==> src/design/mlu_pkg.sv <==
package mlu_pkg;

  // ~~~~~~~~~~~~~~~~~~~~~~~~~~~~~~~~~~~~~~~~~~~~~~~~~~~~~~~~~~~~~~~~~~~
  // slice geometry
  // ~~~~~~~~~~~~~~~~~~~~~~~~~~~~~~~~~~~~~~~~~~~~~~~~~~~~~~~~~~~~~~~~~~~

  localparam int slice_width = 4; // one nibble per slice.

  // ~~~~~~~~~~~~~~~~~~~~~~~~~~~~~~~~~~~~~~~~~~~~~~~~~~~~~~~~~~~~~~~~~~~
  // operation codes
  // ~~~~~~~~~~~~~~~~~~~~~~~~~~~~~~~~~~~~~~~~~~~~~~~~~~~~~~~~~~~~~~~~~~~

  // The encoding is fixed by the instruction decoder of the processor,
  // so the values must stay in this order.
  typedef enum logic [2:0] {
    mlu_add  = 3'd0, // a plus b plus carry in.
    mlu_sub  = 3'd1, // a plus not b plus carry in.
    mlu_and  = 3'd2,
    mlu_or   = 3'd3,
    mlu_xor  = 3'd4,
    mlu_not  = 3'd5, // inverts the first operand only.
    mlu_nop0 = 3'd6, // gives zero.
    mlu_nop1 = 3'd7  // gives zero as well.
  } mlu_op_t;

endpackage

==> src/design/carry_lookahead.sv <==
module carry_lookahead #(
  parameter int num_slices = 4
) (
  input  logic                  cin,
  input  logic [num_slices-1:0] prop,
  input  logic [num_slices-1:0] gen,
  output logic [num_slices-1:0] slice_cin,
  output logic                  carry_out
);

  // ~~~~~~~~~~~~~~~~~~~~~~~~~~~~~~~~~~~~~~~~~~~~~~~~~~~~~~~~~~~~~~~~~~~
  // flat carry expansion
  // ~~~~~~~~~~~~~~~~~~~~~~~~~~~~~~~~~~~~~~~~~~~~~~~~~~~~~~~~~~~~~~~~~~~

  // carry[i] is the carry into slice i, carry[num_slices] leaves the word.
  logic [num_slices:0] carry;

  // Each carry is an OR of product terms. A term starts at a source
  // (the external carry in or one slice's generate) and is ANDed with
  // the propagate bits of every slice between that source and slice i.
  always_comb begin
    logic term;
    logic acc;
    for (int i = 0; i <= num_slices; i++) begin
      acc = 1'b0;
      for (int j = 0; j <= i; j++) begin
        if (j == 0) begin
          term = cin; // the carry in counts as the lowest source.
        end else begin
          term = gen[j-1];
        end
        for (int k = j; k < i; k++) begin
          term = term & prop[k];
        end
        acc = acc | term;
      end
      carry[i] = acc;
    end
  end

  // ~~~~~~~~~~~~~~~~~~~~~~~~~~~~~~~~~~~~~~~~~~~~~~~~~~~~~~~~~~~~~~~~~~~
  // outputs
  // ~~~~~~~~~~~~~~~~~~~~~~~~~~~~~~~~~~~~~~~~~~~~~~~~~~~~~~~~~~~~~~~~~~~

  assign slice_cin = carry[num_slices-1:0]; // bit 0 reduces to cin.
  assign carry_out = carry[num_slices];

endmodule

==> src/design/mlu_slice.sv <==
module mlu_slice import mlu_pkg::*; (
  input  logic [slice_width-1:0] a,
  input  logic [slice_width-1:0] b,
  input  mlu_op_t                op,
  input  logic                   c_in,
  output logic [slice_width-1:0] out_low,
  output logic                   prop,
  output logic                   gen,
  output logic                   zero
);

  // ~~~~~~~~~~~~~~~~~~~~~~~~~~~~~~~~~~~~~~~~~~~~~~~~~~~~~~~~~~~~~~~~~~~
  // adder operand selection
  // ~~~~~~~~~~~~~~~~~~~~~~~~~~~~~~~~~~~~~~~~~~~~~~~~~~~~~~~~~~~~~~~~~~~

  logic [slice_width-1:0] b_arith; // second operand as the adder sees it.
  logic [slice_width:0]   raw_sum; // sum before the carry in is added.
  logic                   is_arith;

  always_comb begin
    is_arith = (op == mlu_add) || (op == mlu_sub);
    if (op == mlu_sub) begin
      b_arith = ~b; // subtract is add of the complement.
    end else begin
      b_arith = b;
    end
  end

  assign raw_sum = {1'b0, a} + {1'b0, b_arith};

  // ~~~~~~~~~~~~~~~~~~~~~~~~~~~~~~~~~~~~~~~~~~~~~~~~~~~~~~~~~~~~~~~~~~~
  // result decode
  // ~~~~~~~~~~~~~~~~~~~~~~~~~~~~~~~~~~~~~~~~~~~~~~~~~~~~~~~~~~~~~~~~~~~

  always_comb begin
    case (op)
      mlu_add, mlu_sub: begin
        out_low = raw_sum[slice_width-1:0] + {{(slice_width-1){1'b0}}, c_in};
      end
      mlu_and: begin
        out_low = a & b;
      end
      mlu_or: begin
        out_low = a | b;
      end
      mlu_xor: begin
        out_low = a ^ b;
      end
      mlu_not: begin
        out_low = ~a;
      end
      mlu_nop0, mlu_nop1: begin
        out_low = '0;
      end
      default: begin
        out_low = '0;
      end
    endcase
  end

  // Propagate and generate do not look at c_in, which keeps the
  // lookahead free of any loop through the slice.
  assign prop = is_arith & (&raw_sum[slice_width-1:0]); // all ones passes a carry on.
  assign gen  = is_arith & raw_sum[slice_width];        // overflow of the nibble.
  assign zero = (out_low == '0);

endmodule

==> src/design/mlu_top.sv <==
module mlu_top import mlu_pkg::*; #(
  parameter  int num_slices = 4,
  localparam int data_width = num_slices * slice_width
) (
  input  logic                  clk,
  input  logic                  rst_n,
  input  logic                  start,
  input  logic [data_width-1:0] a,
  input  logic [data_width-1:0] b,
  input  mlu_op_t               op,
  input  logic                  carry_in,
  output logic [data_width-1:0] result,
  output logic                  carry_out,
  output logic                  zero,
  output logic                  valid
);

  logic [data_width-1:0] a_reg;
  logic [data_width-1:0] b_reg;
  mlu_op_t               op_reg;
  logic                  cin_reg;
  logic                  busy_strobe;
  logic [data_width-1:0] slice_out;   // nibble results side by side.
  logic [num_slices-1:0] prop;
  logic [num_slices-1:0] gen;
  logic [num_slices-1:0] nibble_zero;
  logic [num_slices-1:0] slice_cin;
  logic                  carry_out_next;

  // ~~~~~~~~~~~~~~~~~~~~~~~~~~~~~~~~~~~~~~~~~~~~~~~~~~~~~~~~~~~~~~~~~~~
  // input side
  // ~~~~~~~~~~~~~~~~~~~~~~~~~~~~~~~~~~~~~~~~~~~~~~~~~~~~~~~~~~~~~~~~~~~

  operand_stage #(.num_slices(num_slices)) u_operand_stage (
    .clk(clk), .rst_n(rst_n), .start(start), .a(a), .b(b), .op(op),
    .carry_in(carry_in), .a_reg(a_reg), .b_reg(b_reg), .op_reg(op_reg),
    .cin_reg(cin_reg), .busy_strobe(busy_strobe)
  );

  // ~~~~~~~~~~~~~~~~~~~~~~~~~~~~~~~~~~~~~~~~~~~~~~~~~~~~~~~~~~~~~~~~~~~
  // processing part
  // ~~~~~~~~~~~~~~~~~~~~~~~~~~~~~~~~~~~~~~~~~~~~~~~~~~~~~~~~~~~~~~~~~~~

  for (genvar i = 0; i < num_slices; i++) begin : g_slice
    mlu_slice u_slice (
      .a(a_reg[i*slice_width +: slice_width]), .b(b_reg[i*slice_width +: slice_width]),
      .op(op_reg), .c_in(slice_cin[i]), .out_low(slice_out[i*slice_width +: slice_width]),
      .prop(prop[i]), .gen(gen[i]), .zero(nibble_zero[i])
    );
  end

  carry_lookahead #(.num_slices(num_slices)) u_carry_lookahead (
    .cin(cin_reg), .prop(prop), .gen(gen), .slice_cin(slice_cin),
    .carry_out(carry_out_next)
  );

  // ~~~~~~~~~~~~~~~~~~~~~~~~~~~~~~~~~~~~~~~~~~~~~~~~~~~~~~~~~~~~~~~~~~~
  // output side
  // ~~~~~~~~~~~~~~~~~~~~~~~~~~~~~~~~~~~~~~~~~~~~~~~~~~~~~~~~~~~~~~~~~~~

  result_stage #(.num_slices(num_slices)) u_result_stage (
    .clk(clk), .rst_n(rst_n), .busy_strobe(busy_strobe), .slice_out(slice_out),
    .slice_zero(nibble_zero), .carry_next(carry_out_next), .result(result),
    .carry_out(carry_out), .zero(zero), .valid(valid)
  );

endmodule

==> src/design/operand_stage.sv <==
module operand_stage import mlu_pkg::*; #(
  parameter  int num_slices = 4,
  localparam int data_width = num_slices * slice_width
) (
  input  logic                  clk,
  input  logic                  rst_n,
  input  logic                  start,
  input  logic [data_width-1:0] a,
  input  logic [data_width-1:0] b,
  input  mlu_op_t               op,
  input  logic                  carry_in,
  output logic [data_width-1:0] a_reg,
  output logic [data_width-1:0] b_reg,
  output mlu_op_t               op_reg,
  output logic                  cin_reg,
  output logic                  busy_strobe
);

  // ~~~~~~~~~~~~~~~~~~~~~~~~~~~~~~~~~~~~~~~~~~~~~~~~~~~~~~~~~~~~~~~~~~~
  // operand capture
  // ~~~~~~~~~~~~~~~~~~~~~~~~~~~~~~~~~~~~~~~~~~~~~~~~~~~~~~~~~~~~~~~~~~~

  // The operand registers keep their value between strobes, so the
  // processing part keeps seeing the last operation when idle.
  always_ff @(posedge clk) begin
    if (start) begin
      a_reg   <= a;
      b_reg   <= b;
      op_reg  <= op;
      cin_reg <= carry_in; // caller drives it high for a plain subtract.
    end
  end

  // ~~~~~~~~~~~~~~~~~~~~~~~~~~~~~~~~~~~~~~~~~~~~~~~~~~~~~~~~~~~~~~~~~~~
  // in-flight strobe
  // ~~~~~~~~~~~~~~~~~~~~~~~~~~~~~~~~~~~~~~~~~~~~~~~~~~~~~~~~~~~~~~~~~~~

  always_ff @(posedge clk) begin
    if (!rst_n) begin
      busy_strobe <= 1'b0;
    end else begin
      busy_strobe <= start; // marks the cycle the registered operands are new.
    end
  end

endmodule

==> src/design/result_stage.sv <==
module result_stage import mlu_pkg::*; #(
  parameter  int num_slices = 4,
  localparam int data_width = num_slices * slice_width
) (
  input  logic                  clk,
  input  logic                  rst_n,
  input  logic                  busy_strobe,
  input  logic [data_width-1:0] slice_out,
  input  logic [num_slices-1:0] slice_zero,
  input  logic                  carry_next,
  output logic [data_width-1:0] result,
  output logic                  carry_out,
  output logic                  zero,
  output logic                  valid
);

  // ~~~~~~~~~~~~~~~~~~~~~~~~~~~~~~~~~~~~~~~~~~~~~~~~~~~~~~~~~~~~~~~~~~~
  // flag forming
  // ~~~~~~~~~~~~~~~~~~~~~~~~~~~~~~~~~~~~~~~~~~~~~~~~~~~~~~~~~~~~~~~~~~~

  logic word_zero;

  assign word_zero = &slice_zero; // the word is zero only if every nibble is.

  // ~~~~~~~~~~~~~~~~~~~~~~~~~~~~~~~~~~~~~~~~~~~~~~~~~~~~~~~~~~~~~~~~~~~
  // result register
  // ~~~~~~~~~~~~~~~~~~~~~~~~~~~~~~~~~~~~~~~~~~~~~~~~~~~~~~~~~~~~~~~~~~~

  always_ff @(posedge clk) begin
    if (!rst_n) begin
      result    <= '0;
      carry_out <= 1'b0;
      zero      <= 1'b0;
    end else if (busy_strobe) begin
      result    <= slice_out;
      carry_out <= carry_next; // for subtract a one means no borrow.
      zero      <= word_zero;
    end
  end

  // ~~~~~~~~~~~~~~~~~~~~~~~~~~~~~~~~~~~~~~~~~~~~~~~~~~~~~~~~~~~~~~~~~~~
  // valid pulse
  // ~~~~~~~~~~~~~~~~~~~~~~~~~~~~~~~~~~~~~~~~~~~~~~~~~~~~~~~~~~~~~~~~~~~

  // One pulse per strobe. Strobes on consecutive cycles give valid
  // on consecutive cycles, so no handshake is needed.
  always_ff @(posedge clk) begin
    if (!rst_n) begin
      valid <= 1'b0;
    end else begin
      valid <= busy_strobe;
    end
  end

endmodule
==> config.mk <==
export PLATFORM = sky130hd
export DESIGN_NAME = mlu_top
export DESIGN_NICKNAME = d
export VERILOG_FILES = /design/src/design/mlu_pkg.sv /design/src/design/carry_lookahead.sv /design/src/design/mlu_slice.sv /design/src/design/mlu_top.sv /design/src/design/operand_stage.sv /design/src/design/result_stage.sv
export SDC_FILE = /design/constraint.sdc
export NUM_CORES = 1
export LEC_CHECK = 0
export ABC_CLOCK_PERIOD_IN_PS = 6400
export BUFFER_PORTS_ARGS = -buffer_cell sky130_fd_sc_hd__buf_2
export CAP_MARGIN = 20
export CORE_ASPECT_RATIO = 1.75
export CORE_MARGIN = 3
export CORE_UTILIZATION = 42
export CTS_CLUSTER_DIAMETER = 30
export DETAILED_ROUTE_END_ITERATION = 8
export PLACE_DENSITY = 0.59
export SLEW_MARGIN = 15
export SYNTH_ARGS = -nofsm -noshare
export SYNTH_HDL_FRONTEND = slang
export SYNTH_SLANG_ARGS = --single-unit
==> constraint.sdc <==
create_clock -name clk -period 6.4 [get_ports clk]
set_input_delay 1.28 -clock clk [delete_from_list [all_inputs] [get_ports clk]]
set_output_delay 1.28 -clock clk [all_outputs]
set_load 0.02 [all_outputs]
== Yosys cells after proc, flatten, opt, wreduce, memory -nomap -nowiden ==
Cells that the tools add are included.

* Input bits: 39
* Latch bits: 0
* Output and inout bits: 19
* Word-level logic and storage cells: 93
* Flip-flop bits (word level): 56
* Memories: 0
* ROM bits: 0
* Bits in writable memories: 0

* Bitwise gates (word level): 48
* Reductions and logical operators: 13
* Mux-type cells: 8
* Equality and inequality tests: 7
* Shifts and indexed selects: 0
* $add $sub $neg: 8
* Div/mod/pow operators: 0
* Magnitude comparators: 0
* $mul: 0

{| class="wikitable"
|+ Operators with widths
! kind !! count
|-
| case mux 4 bit (6 select lines) || 4
|-
| inverter 4 bit || 8
|-
| adder 4 x 4 -> 5 bit || 4
|-
| AND reduction 4 bit || 5
|-
| bitwise AND 1 bit || 18
|-
| adder 4 x 1 -> 4 bit || 4
|-
| bitwise AND 4 bit || 4
|-
| zero test 4 bit || 4
|-
| 2-to-1 mux 4 bit || 4
|-
| bitwise OR 4 bit || 4
|-
| bitwise XOR 4 bit || 4
|-
| equality test 3 bit, second input constant || 4
|-
| bitwise OR 1 bit || 10
|-
| equality test 3 x 2 -> 1 bit, second input constant || 2
|-
| OR reduction 2 bit || 2
|-
| equality test 3 x 1 -> 1 bit, second input constant || 1
|-
| zero test 3 bit || 1
|-
| logical OR 1 bit || 1
|}

== Depth between registers and ports, before layout ==
Gate-level depths: netlist of run 1.

* Depth in word-level cells: 15
* Gate-level depth with buffers: 24
* Mapped depth without buffers: 20

== Modules after synthesis ==
Synthesis of run 1 repeated with hierarchy kept, for this count alone.

* Cell total of the unflattened synthesis: 419
* Area, all modules: 4329.2 um2

{| class="wikitable"
|+ Modules (own cells, without submodules)
! module !! area an instance (um2) !! instances !! cells each !! sequential area each (um2)
|-
| mlu_slice at g_slice[0].u_slice ... || 619.3 || 2 || 77 || 0.0
|-
| mlu_slice at g_slice[2].u_slice ... || 609.3 || 2 || 80 || 0.0
|-
| operand_stage || 1107.3 || 1 || 38 || 1101.1
|-
| result_stage || 718.2 || 1 || 61 || 380.4
|-
| carry_lookahead || 46.3 || 1 || 6 || 0.0
|}

== Least setup slack after synthesis of run 1 ==
OpenSTA, ideal clock, no wires.

* Path kind: flip-flop to flip-flop
* From: register u_operand_stage.op_reg[1]
* To: register u_result_stage.zero
* Slack: 1568 ps
* Data required time: 6324 ps
* Period minus slack after synthesis: 4832 ps
* Setup time: 76 ps
* Stages on the path, launching flop included: 25
* Path buffers: 4
* Arrival time: 4757 ps
* Cells stage by stage: edfxtp_1 > buf_2 > nor2_1 > clkbuf_1 > and2_1 > buf_2 > buf_2 > xnor2_1 > ha_1 > inv_1 > fa_1 > xor2_1 > nor3_1 > a311oi_1 > or3_1 > a2bb2oi_1 > inv_1 > ha_1 > ha_1 > nor2_1 > a311oi_1 > a21oi_1 > nand4b_1 > or4_1 > o22ai_1

* Word-level cells in the longest chain between the ends: 15
* Elaborated cells on any way between the ends: 53
* Classes of those cells: add/sub: 8; eq/ne: 7; mux: 8; bitwise: 18; reduce/logical: 12

{| class="wikitable"
|+ RTL lines
! element !! line !! RTL
|-
| start: declaration || operand_stage.sv:14 || <nowiki>output mlu_op_t op_reg,</nowiki>
|-
| start signal: assignment || operand_stage.sv:29 || <nowiki>op_reg <= op;</nowiki>
|-
| equality test 3 x 1 -> 1 bit || mlu_slice.sv:21, mlu_slice.sv:22, mlu_slice.sv:36 ||
|-
| 2-to-1 mux 4 bit || mlu_slice.sv:22 || <nowiki>if (op == mlu_sub) begin</nowiki>
|-
| adder 4 x 4 -> 5 bit || mlu_slice.sv:29 || <nowiki>assign raw_sum = {1'b0, a} + {1'b0, b_arith};</nowiki>
|-
| AND reduction 4 bit || mlu_slice.sv:63 || <nowiki>assign prop = is_arith & (&raw_sum[slice_width-1:0]);</nowiki>
|-
| bitwise AND 1 bit || mlu_slice.sv:63 ||
|-
| bitwise AND 1 bit (3 in series) || carry_lookahead.sv:33 || <nowiki>term = term & prop[k];</nowiki>
|-
| bitwise OR 1 bit (3 in series) || carry_lookahead.sv:35 || <nowiki>acc = acc | term;</nowiki>
|-
| adder 4 x 1 -> 4 bit || mlu_slice.sv:38 || <nowiki>out_low = raw_sum[slice_width-1:0] + {{(slice_width-1){1'b0}}, c_in};</nowiki>
|-
| case mux 4 bit (6 select lines) || mlu_slice.sv:36 || <nowiki>case (op)</nowiki>
|-
| zero test 4 bit || mlu_slice.sv:65 || <nowiki>assign zero = (out_low == '0);</nowiki>
|-
| AND reduction 4 bit * || result_stage.sv:23 || <nowiki>assign word_zero = &slice_zero;</nowiki>
|-
| end signal: assignment || result_stage.sv:37 || <nowiki>zero <= word_zero;</nowiki>
|-
| end: declaration || result_stage.sv:13 || <nowiki>output logic zero,</nowiki>
|}

Every way passes the cells marked *; elsewhere a longest branch is shown, timed or not.
A chain may end at the register's enable or synchronous reset.

== Final worst setup path of run 1 ==
Same ends and word-level chain as after synthesis.

==> impl_metrics.env, run 1 <==
export IMPL_status="completed"
export IMPL_crit_end="u_result_stage.zero$_SDFFE_PN0P_"
export IMPL_clk_path_buf_depth=2
export IMPL_placedCellCount=556
export IMPL_seqPwrFrac_pct=39.5
export IMPL_worstSkewPairLatency_ns=0.30
export IMPL_ys_seq_area_share_pct=36.83
export IMPL_synth_top_area_share_pct=26.87
export IMPL_dp_hpwl_um=6961
export IMPL_post_synth_top_count_cell="ha_1"
export IMPL_final_cells=563
export IMPL_p_int_uw=766.9
export IMPL_p_sw_uw=340.8
export IMPL_final_setup_tns_ns=0
export IMPL_skew_ns=0.007613
export IMPL_cts_sinks=56
export IMPL_pwr_share_comb_pct=31.3
export IMPL_syn_nets=493
export IMPL_clk_pin_slew_ns=0.07
export IMPL_io_pins=58
export IMPL_end_kind="register"
export IMPL_totalWireLength_um=9211
export IMPL_grt_ovfl_total=0
export IMPL_critPathArrivalTime_ns=5.18
export IMPL_io_buffers=57
export IMPL_synth_area_um2=4023
export IMPL_top_layer_used="met4"
export IMPL_max_freq_mhz=202.0
export IMPL_core_um2=9209
export IMPL_htree_levels=2
export IMPL_crit_path_cell_trace="nor2_1, and2_1, buf_4, xnor2_1, ha_1, inv_1, fa_1, xor2_1, nor2_1, nand2_1, or2_2, a2bb2oi_1, inv_1, ha_1, ha_1, nor2_1, a311oi_1, a21oi_1, nand4b_1, or4_1, o22ai_1"
export IMPL_timing_final_ws_setup_ns=1.450
export IMPL_cp_data_required_time_ns=6.63
export IMPL_rr_startpoint="u_operand_stage.op_reg[1]$_DFFE_PP_"
export IMPL_worst_r2r_cell_count=21
export IMPL_dr_wl_met2_um=4820
export IMPL_postRouteAntennaNets=0
export IMPL_relSlewSlack_pct=27.51
export IMPL_wl_met1_um=3758
export IMPL_worst_slew_pin_slew_ns=1.085
export IMPL_wl_met3_um=295
export IMPL_rsz0062_at_grt="no"
export IMPL_max_cap_violations=0
export IMPL_dieArea_um2=10830
export IMPL_firstDrtPassIters=4
export IMPL_numCtsBuffers=5
export IMPL_drtIter0Drc=147
export IMPL_synth_ff_type="edfxtp_1"
export IMPL_syn_area_per_cell_um2=10.21
export IMPL_yosys_top_cells_count="56 x ha_1, 51 x inv_1, 36 x edfxtp_1"
export IMPL_grt_pass1_wl_um=15350
export IMPL_final_area_um2=4567
export IMPL_grt_antenna_before_repair=0
export IMPL_die_h_um=135.5
export IMPL_hold_viol=0
export IMPL_setup_violations=0
export IMPL_final_max_slew_viol_count=0
export IMPL_insertedDiodeCount=0
export IMPL_area_growth_syn_to_layout_pct=13.53
export IMPL_path_class="reg2reg"
export IMPL_cpPeakStageDelay_ns=0.68
export IMPL_cts_tree="built"
export IMPL_ys_types=50
export IMPL_cts_resized=0
export IMPL_route_vias_total=2978
export IMPL_powerDensity_nw_per_um2=242.5
export IMPL_power_mw=1.108
export IMPL_netlist_instances=394
export IMPL_ir_drop_v=0.0001752
export IMPL_die_w_um=79.98
export IMPL_r2r_end="u_result_stage.zero$_SDFFE_PN0P_"
export IMPL_grt_usage_pct=18.15
export IMPL_synthTopCellsByArea="edfxtp_1 27%, ha_1 17%, dfxtp_1 10%"
export IMPL_nets=542
export IMPL_grt_max_degree=52
export IMPL_synth_top_area_cell="edfxtp_1"
export IMPL_start_kind="register"
export IMPL_place_ws_ns=1.501
export IMPL_synth_seq_cells=56
export IMPL_post_route_min_period_ns=4.950
export IMPL_slowest_stage="edfxtp_1"
export IMPL_worstPathMaxFanout=20
export IMPL_rrSetupSlack_ns=1.45
export IMPL_start_util_pct=43.68
export IMPL_p_leak_nw=2.223
export IMPL_placementRows=46
export IMPL_cts_hold_fix_buffers=0
export IMPL_final_layout_size_suffix_gt1_share_pct=16.48
export IMPL_startpoint="u_operand_stage.op_reg[1]$_DFFE_PP_"
export IMPL_synth_warning_count=0
export IMPL_gp_congestion=0.8659
export IMPL_root_buffer="clkbuf_16"
export IMPL_drcViolationCount=0
export IMPL_grt_pass1_vias=3169
export IMPL_hold_class="reg2reg"
export IMPL_post_drt_wl_per_cell_um=16.36
export IMPL_synth_edf_count=36
export IMPL_dpl_cell_area_um2=4392
export IMPL_p_clk_share_pct=29.1
export IMPL_post_cts_setup_buffer_count=0
export IMPL_ys_async_sr_fraction_pct=0
export IMPL_route_detailed_vias_per_inst=5.290
export IMPL_swShare_pct=30.77
export IMPL_holdPathStages=1
export IMPL_finalCritPeriodShare_pct=77.35
==> critical path, delay by kind of cell (launching register included) <==
kind            cells  cell delay (ns)
fa+ha+maj           4             1.06
simple gates        8             1.58
buf+inv             3             0.43
xor+xnor            2             0.45
compound gates      4             0.66
flops               1             0.68
==> layout by cell type (no fill, tap or decap), drive strengths merged, types with 4 or more instances in the layout <==
master / synthesis / routed
dfxtp: 20 / 20
xnor2: 19 / 19
nand2b: 12 / 12
a21oi: 17 / 17
nor2: 21 / 21
edfxtp: 36 / 36
o21ai: 5 / 5
a22oi: 4 / 4
xnor3: 4 / 4
nand2: 25 / 25
ha: 56 / 56
or2: 5 / 5
nor2b: 10 / 10
clkbuf: 10 / 7
fa: 4 / 4
a221o: 4 / 4
a311oi: 6 / 6
o211a: 13 / 13
mux2i: 5 / 5
inv: 51 / 51
nor3b: 4 / 4
xor2: 7 / 7
buf: 9 / 61
o221ai: 4 / 4
a21o: 6 / 6
and2: 4 / 4
==> power by group through the flow <==
stage / Sequential, mW / Clock, mW / Combinational [mW]
finish: 0.438 / 0.322 / 0.347
global route: 0.442 / 0.342 / 0.393
CTS: 0.439 / 0.331 / 0.351
detailed placement: 0.446 / 0 / 0.348
global placement: 0.446 / 0 / 0.340
floorplan: 0.447 / 0 / 0.256
==> metal layers <==
| layer | vias to the layer above | track usage [%] |
|---|---|---|
| met2 | 60 | 32.06 |
| li1 | 1468 | - |
| met3 | 18 | 3.063 |
| met1 | 1432 | 20.95 |
| met4 | 0 | 8.365 |
| met5 | - | 0 |
==> final cells by class <==
type	instances	area, µm²
Fill cell	887	4642
Sequential cell	56	1481
Inverter	51	191.4
Clock buffer	7	175.2
Timing Repair Buffer	61	315.3
Tap cell	120	150.1
Multi-Input combinational cell	268	2253
==> through the flow <==
stage | util, % | hold WS, ns
finish | 49.59 | 0.4799
global route | 49.59 | 0.5030
CTS | 49.59 | 0.4831
detailed placement | 47.69 | 0.4619
global placement | 47.69 | 0.4617
floorplan | - | 0.5447
==> worst min path at each step <==
stage                                                start                                     end  slack (ns)
finish              u_result_stage.result[10]$_SDFFE_PN0P_  u_result_stage.result[10]$_SDFFE_PN0P_        0.48
global route        u_result_stage.result[13]$_SDFFE_PN0P_  u_result_stage.result[13]$_SDFFE_PN0P_        0.50
CTS                  u_result_stage.result[6]$_SDFFE_PN0P_   u_result_stage.result[6]$_SDFFE_PN0P_        0.48
detailed placement   u_result_stage.result[7]$_SDFFE_PN0P_   u_result_stage.result[7]$_SDFFE_PN0P_        0.46
global placement    u_result_stage.result[11]$_SDFFE_PN0P_  u_result_stage.result[11]$_SDFFE_PN0P_        0.46
floorplan                 u_result_stage.zero$_SDFFE_PN0P_        u_result_stage.zero$_SDFFE_PN0P_        0.54
==> kinds of logic after synthesis <==
kind of cell             Yosys count  share of synthesized area [%]
AO/OA/AOI/OAI                     78                          14.74
multiplexers                       7                          1.804
flip-flops                        56                          36.83
adder cells (fa/ha/maj)           60                          19.41
XOR/XNOR                          31                          8.492
AND/OR/NAND/NOR                   92                          11.57
buffers and inverters             70                          7.154
(Power assumes the default switching activity.)
==> run 2, diff against run 1 <==
--- a/config.mk
+++ b/config.mk
@@ -5,7 +5,7 @@
 export SDC_FILE = /design/constraint.sdc
 export NUM_CORES = 1
 export LEC_CHECK = 0
-export ABC_CLOCK_PERIOD_IN_PS = 6400
+export ABC_CLOCK_PERIOD_IN_PS = 5170
 export BUFFER_PORTS_ARGS = -buffer_cell sky130_fd_sc_hd__buf_2
 export CAP_MARGIN = 20
 export CORE_ASPECT_RATIO = 1.75
==> constraint.sdc (replaced) <==
create_clock -name clk -period 5.17 [get_ports clk]
set_input_delay 1.034 -clock clk [delete_from_list [all_inputs] [get_ports clk]]
set_output_delay 1.034 -clock clk [all_outputs]
set_load 0.02 [all_outputs]
==> run 2 against run 1 <==
Utilization grew 0.29 points. First-iteration DRC count shrank 20%. Highest routed layer unchanged. Via count shrank 2.0%. Combinational power grew 26%. Hold slack is essentially flat. Critical path depth is the same. Clock-buffer cell count grew 1.
==> impl_metrics.env, run 2 (same netlist as run 1, synthesis figures left out) <==
export IMPL_status="completed"
export IMPL_worstSkewPairLatency_ns=0.30
export IMPL_cp_data_required_time_ns=5.39
export IMPL_grt_max_degree=52
export IMPL_final_layout_size_suffix_gt1_share_pct=17.00
export IMPL_n_fill_cell=881
export IMPL_dp_hpwl_um=6895
export IMPL_clk_pin_slew_ns=0.08
export IMPL_route_detailed_vias_per_inst=5.148
export IMPL_hold_viol=0
export IMPL_power_mw=1.379
export IMPL_cts_sinks=56
export IMPL_cts_hold_fix_buffers=0
export IMPL_worst_r2r_cell_count=21
export IMPL_holdPathStages=1
export IMPL_layout_common_cells="57 x buf_2, 56 x ha_1, 51 x inv_1"
export IMPL_hp_start="u_result_stage.result[4]$_SDFFE_PN0P_"
export IMPL_r2r_end="u_result_stage.zero$_SDFFE_PN0P_"
export IMPL_skew_ns=0.006034
export IMPL_die_w_um=79.98
export IMPL_numCtsBuffers=5
export IMPL_root_buffer="clkbuf_16"
export IMPL_critPathArrivalTime_ns=4.83
export IMPL_post_cts_setup_buffer_count=0
export IMPL_regArea_um2=1481
export IMPL_worst_slew_pin_slew_ns=0.8648
export IMPL_hold_path_endpoint="u_result_stage.result[4]$_SDFFE_PN0P_"
export IMPL_drtIter0Drc=117
export IMPL_insertedDiodeCount=0
export IMPL_layout_commonest_cell="buf_2"
export IMPL_io_buffers=57
export IMPL_max_freq_mhz=217.0
export IMPL_postLayoutCoreUtil_pct=49.88
export IMPL_end_kind="register"
export IMPL_drcViolationCount=0
export IMPL_rr_startpoint="u_operand_stage.op_reg[2]$_DFFE_PP_"
export IMPL_grt_pass1_wl_um=14920
export IMPL_finalCritPeriodShare_pct=89.16
export IMPL_post_drt_wl_per_cell_um=15.94
export IMPL_route_vias_total=2919
export IMPL_powerDensity_nw_per_um2=300.1
export IMPL_cts_tree="built"
export IMPL_firstDrtPassIters=4
export IMPL_io_pins=58
export IMPL_start_kind="register"
export IMPL_post_route_min_period_ns=4.609
export IMPL_hold_class="reg2reg"
export IMPL_relSlewSlack_pct=42.35
export IMPL_gp_congestion=0.9482
export IMPL_clk_path_buf_depth=2
export IMPL_ir_drop_v=0.0001977
export IMPL_max_cap_violations=0
export IMPL_htree_levels=2
export IMPL_grt_usage_pct=17.72
export IMPL_setup_violations=0
export IMPL_core_um2=9209
export IMPL_totalWireLength_um=9036
export IMPL_path_class="reg2reg"
export IMPL_grt_pass1_vias=3062
export IMPL_start_util_pct=43.68
export IMPL_multi_input_area_um2=2253
export IMPL_rrSetupSlack_ns=0.56
export IMPL_rsz0062_at_grt="no"
export IMPL_worstPathMaxFanout=13
export IMPL_dieArea_um2=10830
export IMPL_grt_ovfl_total=0
export IMPL_area_growth_syn_to_layout_pct=14.18
export IMPL_placementRows=46
export IMPL_final_max_slew_viol_count=0
export IMPL_nets=545
export IMPL_grt_antenna_before_repair=0
export IMPL_die_h_um=135.5
export IMPL_cts_resized=0
export IMPL_final_setup_tns_ns=0
export IMPL_postRouteAntennaNets=0
export IMPL_p_leak_nw=2.239
run 2: changes by cell type in the layout (fill, tap and decap cells not counted), sizes merged:
cell | before | now
clkbuf | 7 | 8
buf | 61 | 64
run 2: metrics by stage:
stage | instances | hold slack (ns) | setup WS (ns) | area [µm²]
after floorplan | 394 | 0.5447 | 0.3376 | 4023
after detailed placement | 559 | 0.4646 | 0.6395 | 4414
final | 567 | 0.4800 | 0.5606 | 4593
after global placement | 559 | 0.4592 | 0.7145 | 4414
after CTS | 567 | 0.4836 | 0.5957 | 4593
after global routing | 567 | 0.4946 | 0.2272 | 4593
run 2: where the power goes:
part / internal (mW) / total, mW / switching, mW
clock network: 0.240 / 0.407 / 0.167
logic: 0.202 / 0.436 / 0.234
registers: 0.512 / 0.536 / 0.0235
run 2: worst max-delay path by stage:
| stage | startpoint | end | slack [ns] | depth (start not counted) |
|---|---|---|---|---|
| 6_report | u_operand_stage.op_reg[2]$_DFFE_PP_ | u_result_stage.zero$_SDFFE_PN0P_ | 0.56 | 21 |
| 5_1_grt | u_operand_stage.op_reg[2]$_DFFE_PP_ | u_result_stage.zero$_SDFFE_PN0P_ | 0.23 | 21 |
| 4_1_cts | u_operand_stage.op_reg[2]$_DFFE_PP_ | u_result_stage.zero$_SDFFE_PN0P_ | 0.60 | 21 |
| 3_5_place_dp | u_operand_stage.op_reg[2]$_DFFE_PP_ | u_result_stage.zero$_SDFFE_PN0P_ | 0.64 | 18 |
| 3_3_place_gp | u_operand_stage.op_reg[2]$_DFFE_PP_ | u_result_stage.zero$_SDFFE_PN0P_ | 0.71 | 20 |
| 2_1_floorplan | u_operand_stage.op_reg[1]$_DFFE_PP_ | u_result_stage.zero$_SDFFE_PN0P_ | 0.34 | 24 |
run 2: per-layer routing:
| metal | wire, µm | vias to the layer above | GRT usage (%) | share of wire [%] |
|---|---|---|---|---|
| met5 | 0 | - | 0 | 0 |
| met4 | 242 | 0 | 6.673 | 2.7 |
| met3 | 388 | 18 | 2.863 | 4.3 |
| met2 | 4771 | 67 | 32.10 | 53 |
| met1 | 3632 | 1358 | 20.47 | 40 |
| li1 | - | 1476 | - | - |
run 2: area by class of cell:
type                       count  area share (%)
clock buffer                   8           3.895
inverter                      51           4.168
multi-input combinational    268           49.06
sequential                    56           32.25
tap                          120           3.269
timing repair buffer          64           7.355
run 2: critical path: stages, from the launching register on:
cell	delay [ns]
edfxtp_1	0.39
nor2_1	0.15
and2_1	0.27
buf_4	0.32
xnor2_1	0.16
ha_1	0.19
inv_1	0.06
fa_1	0.40
xor2_1	0.27
nor2_1	0.07
nand3_1	0.08
or3_1	0.13
a2bb2oi_1	0.27
inv_1	0.08
ha_1	0.21
ha_1	0.27
nor2_1	0.09
a311oi_1	0.06
a21oi_1	0.23
nand4b_1	0.13
or4_1	0.51
o22ai_1	0.18
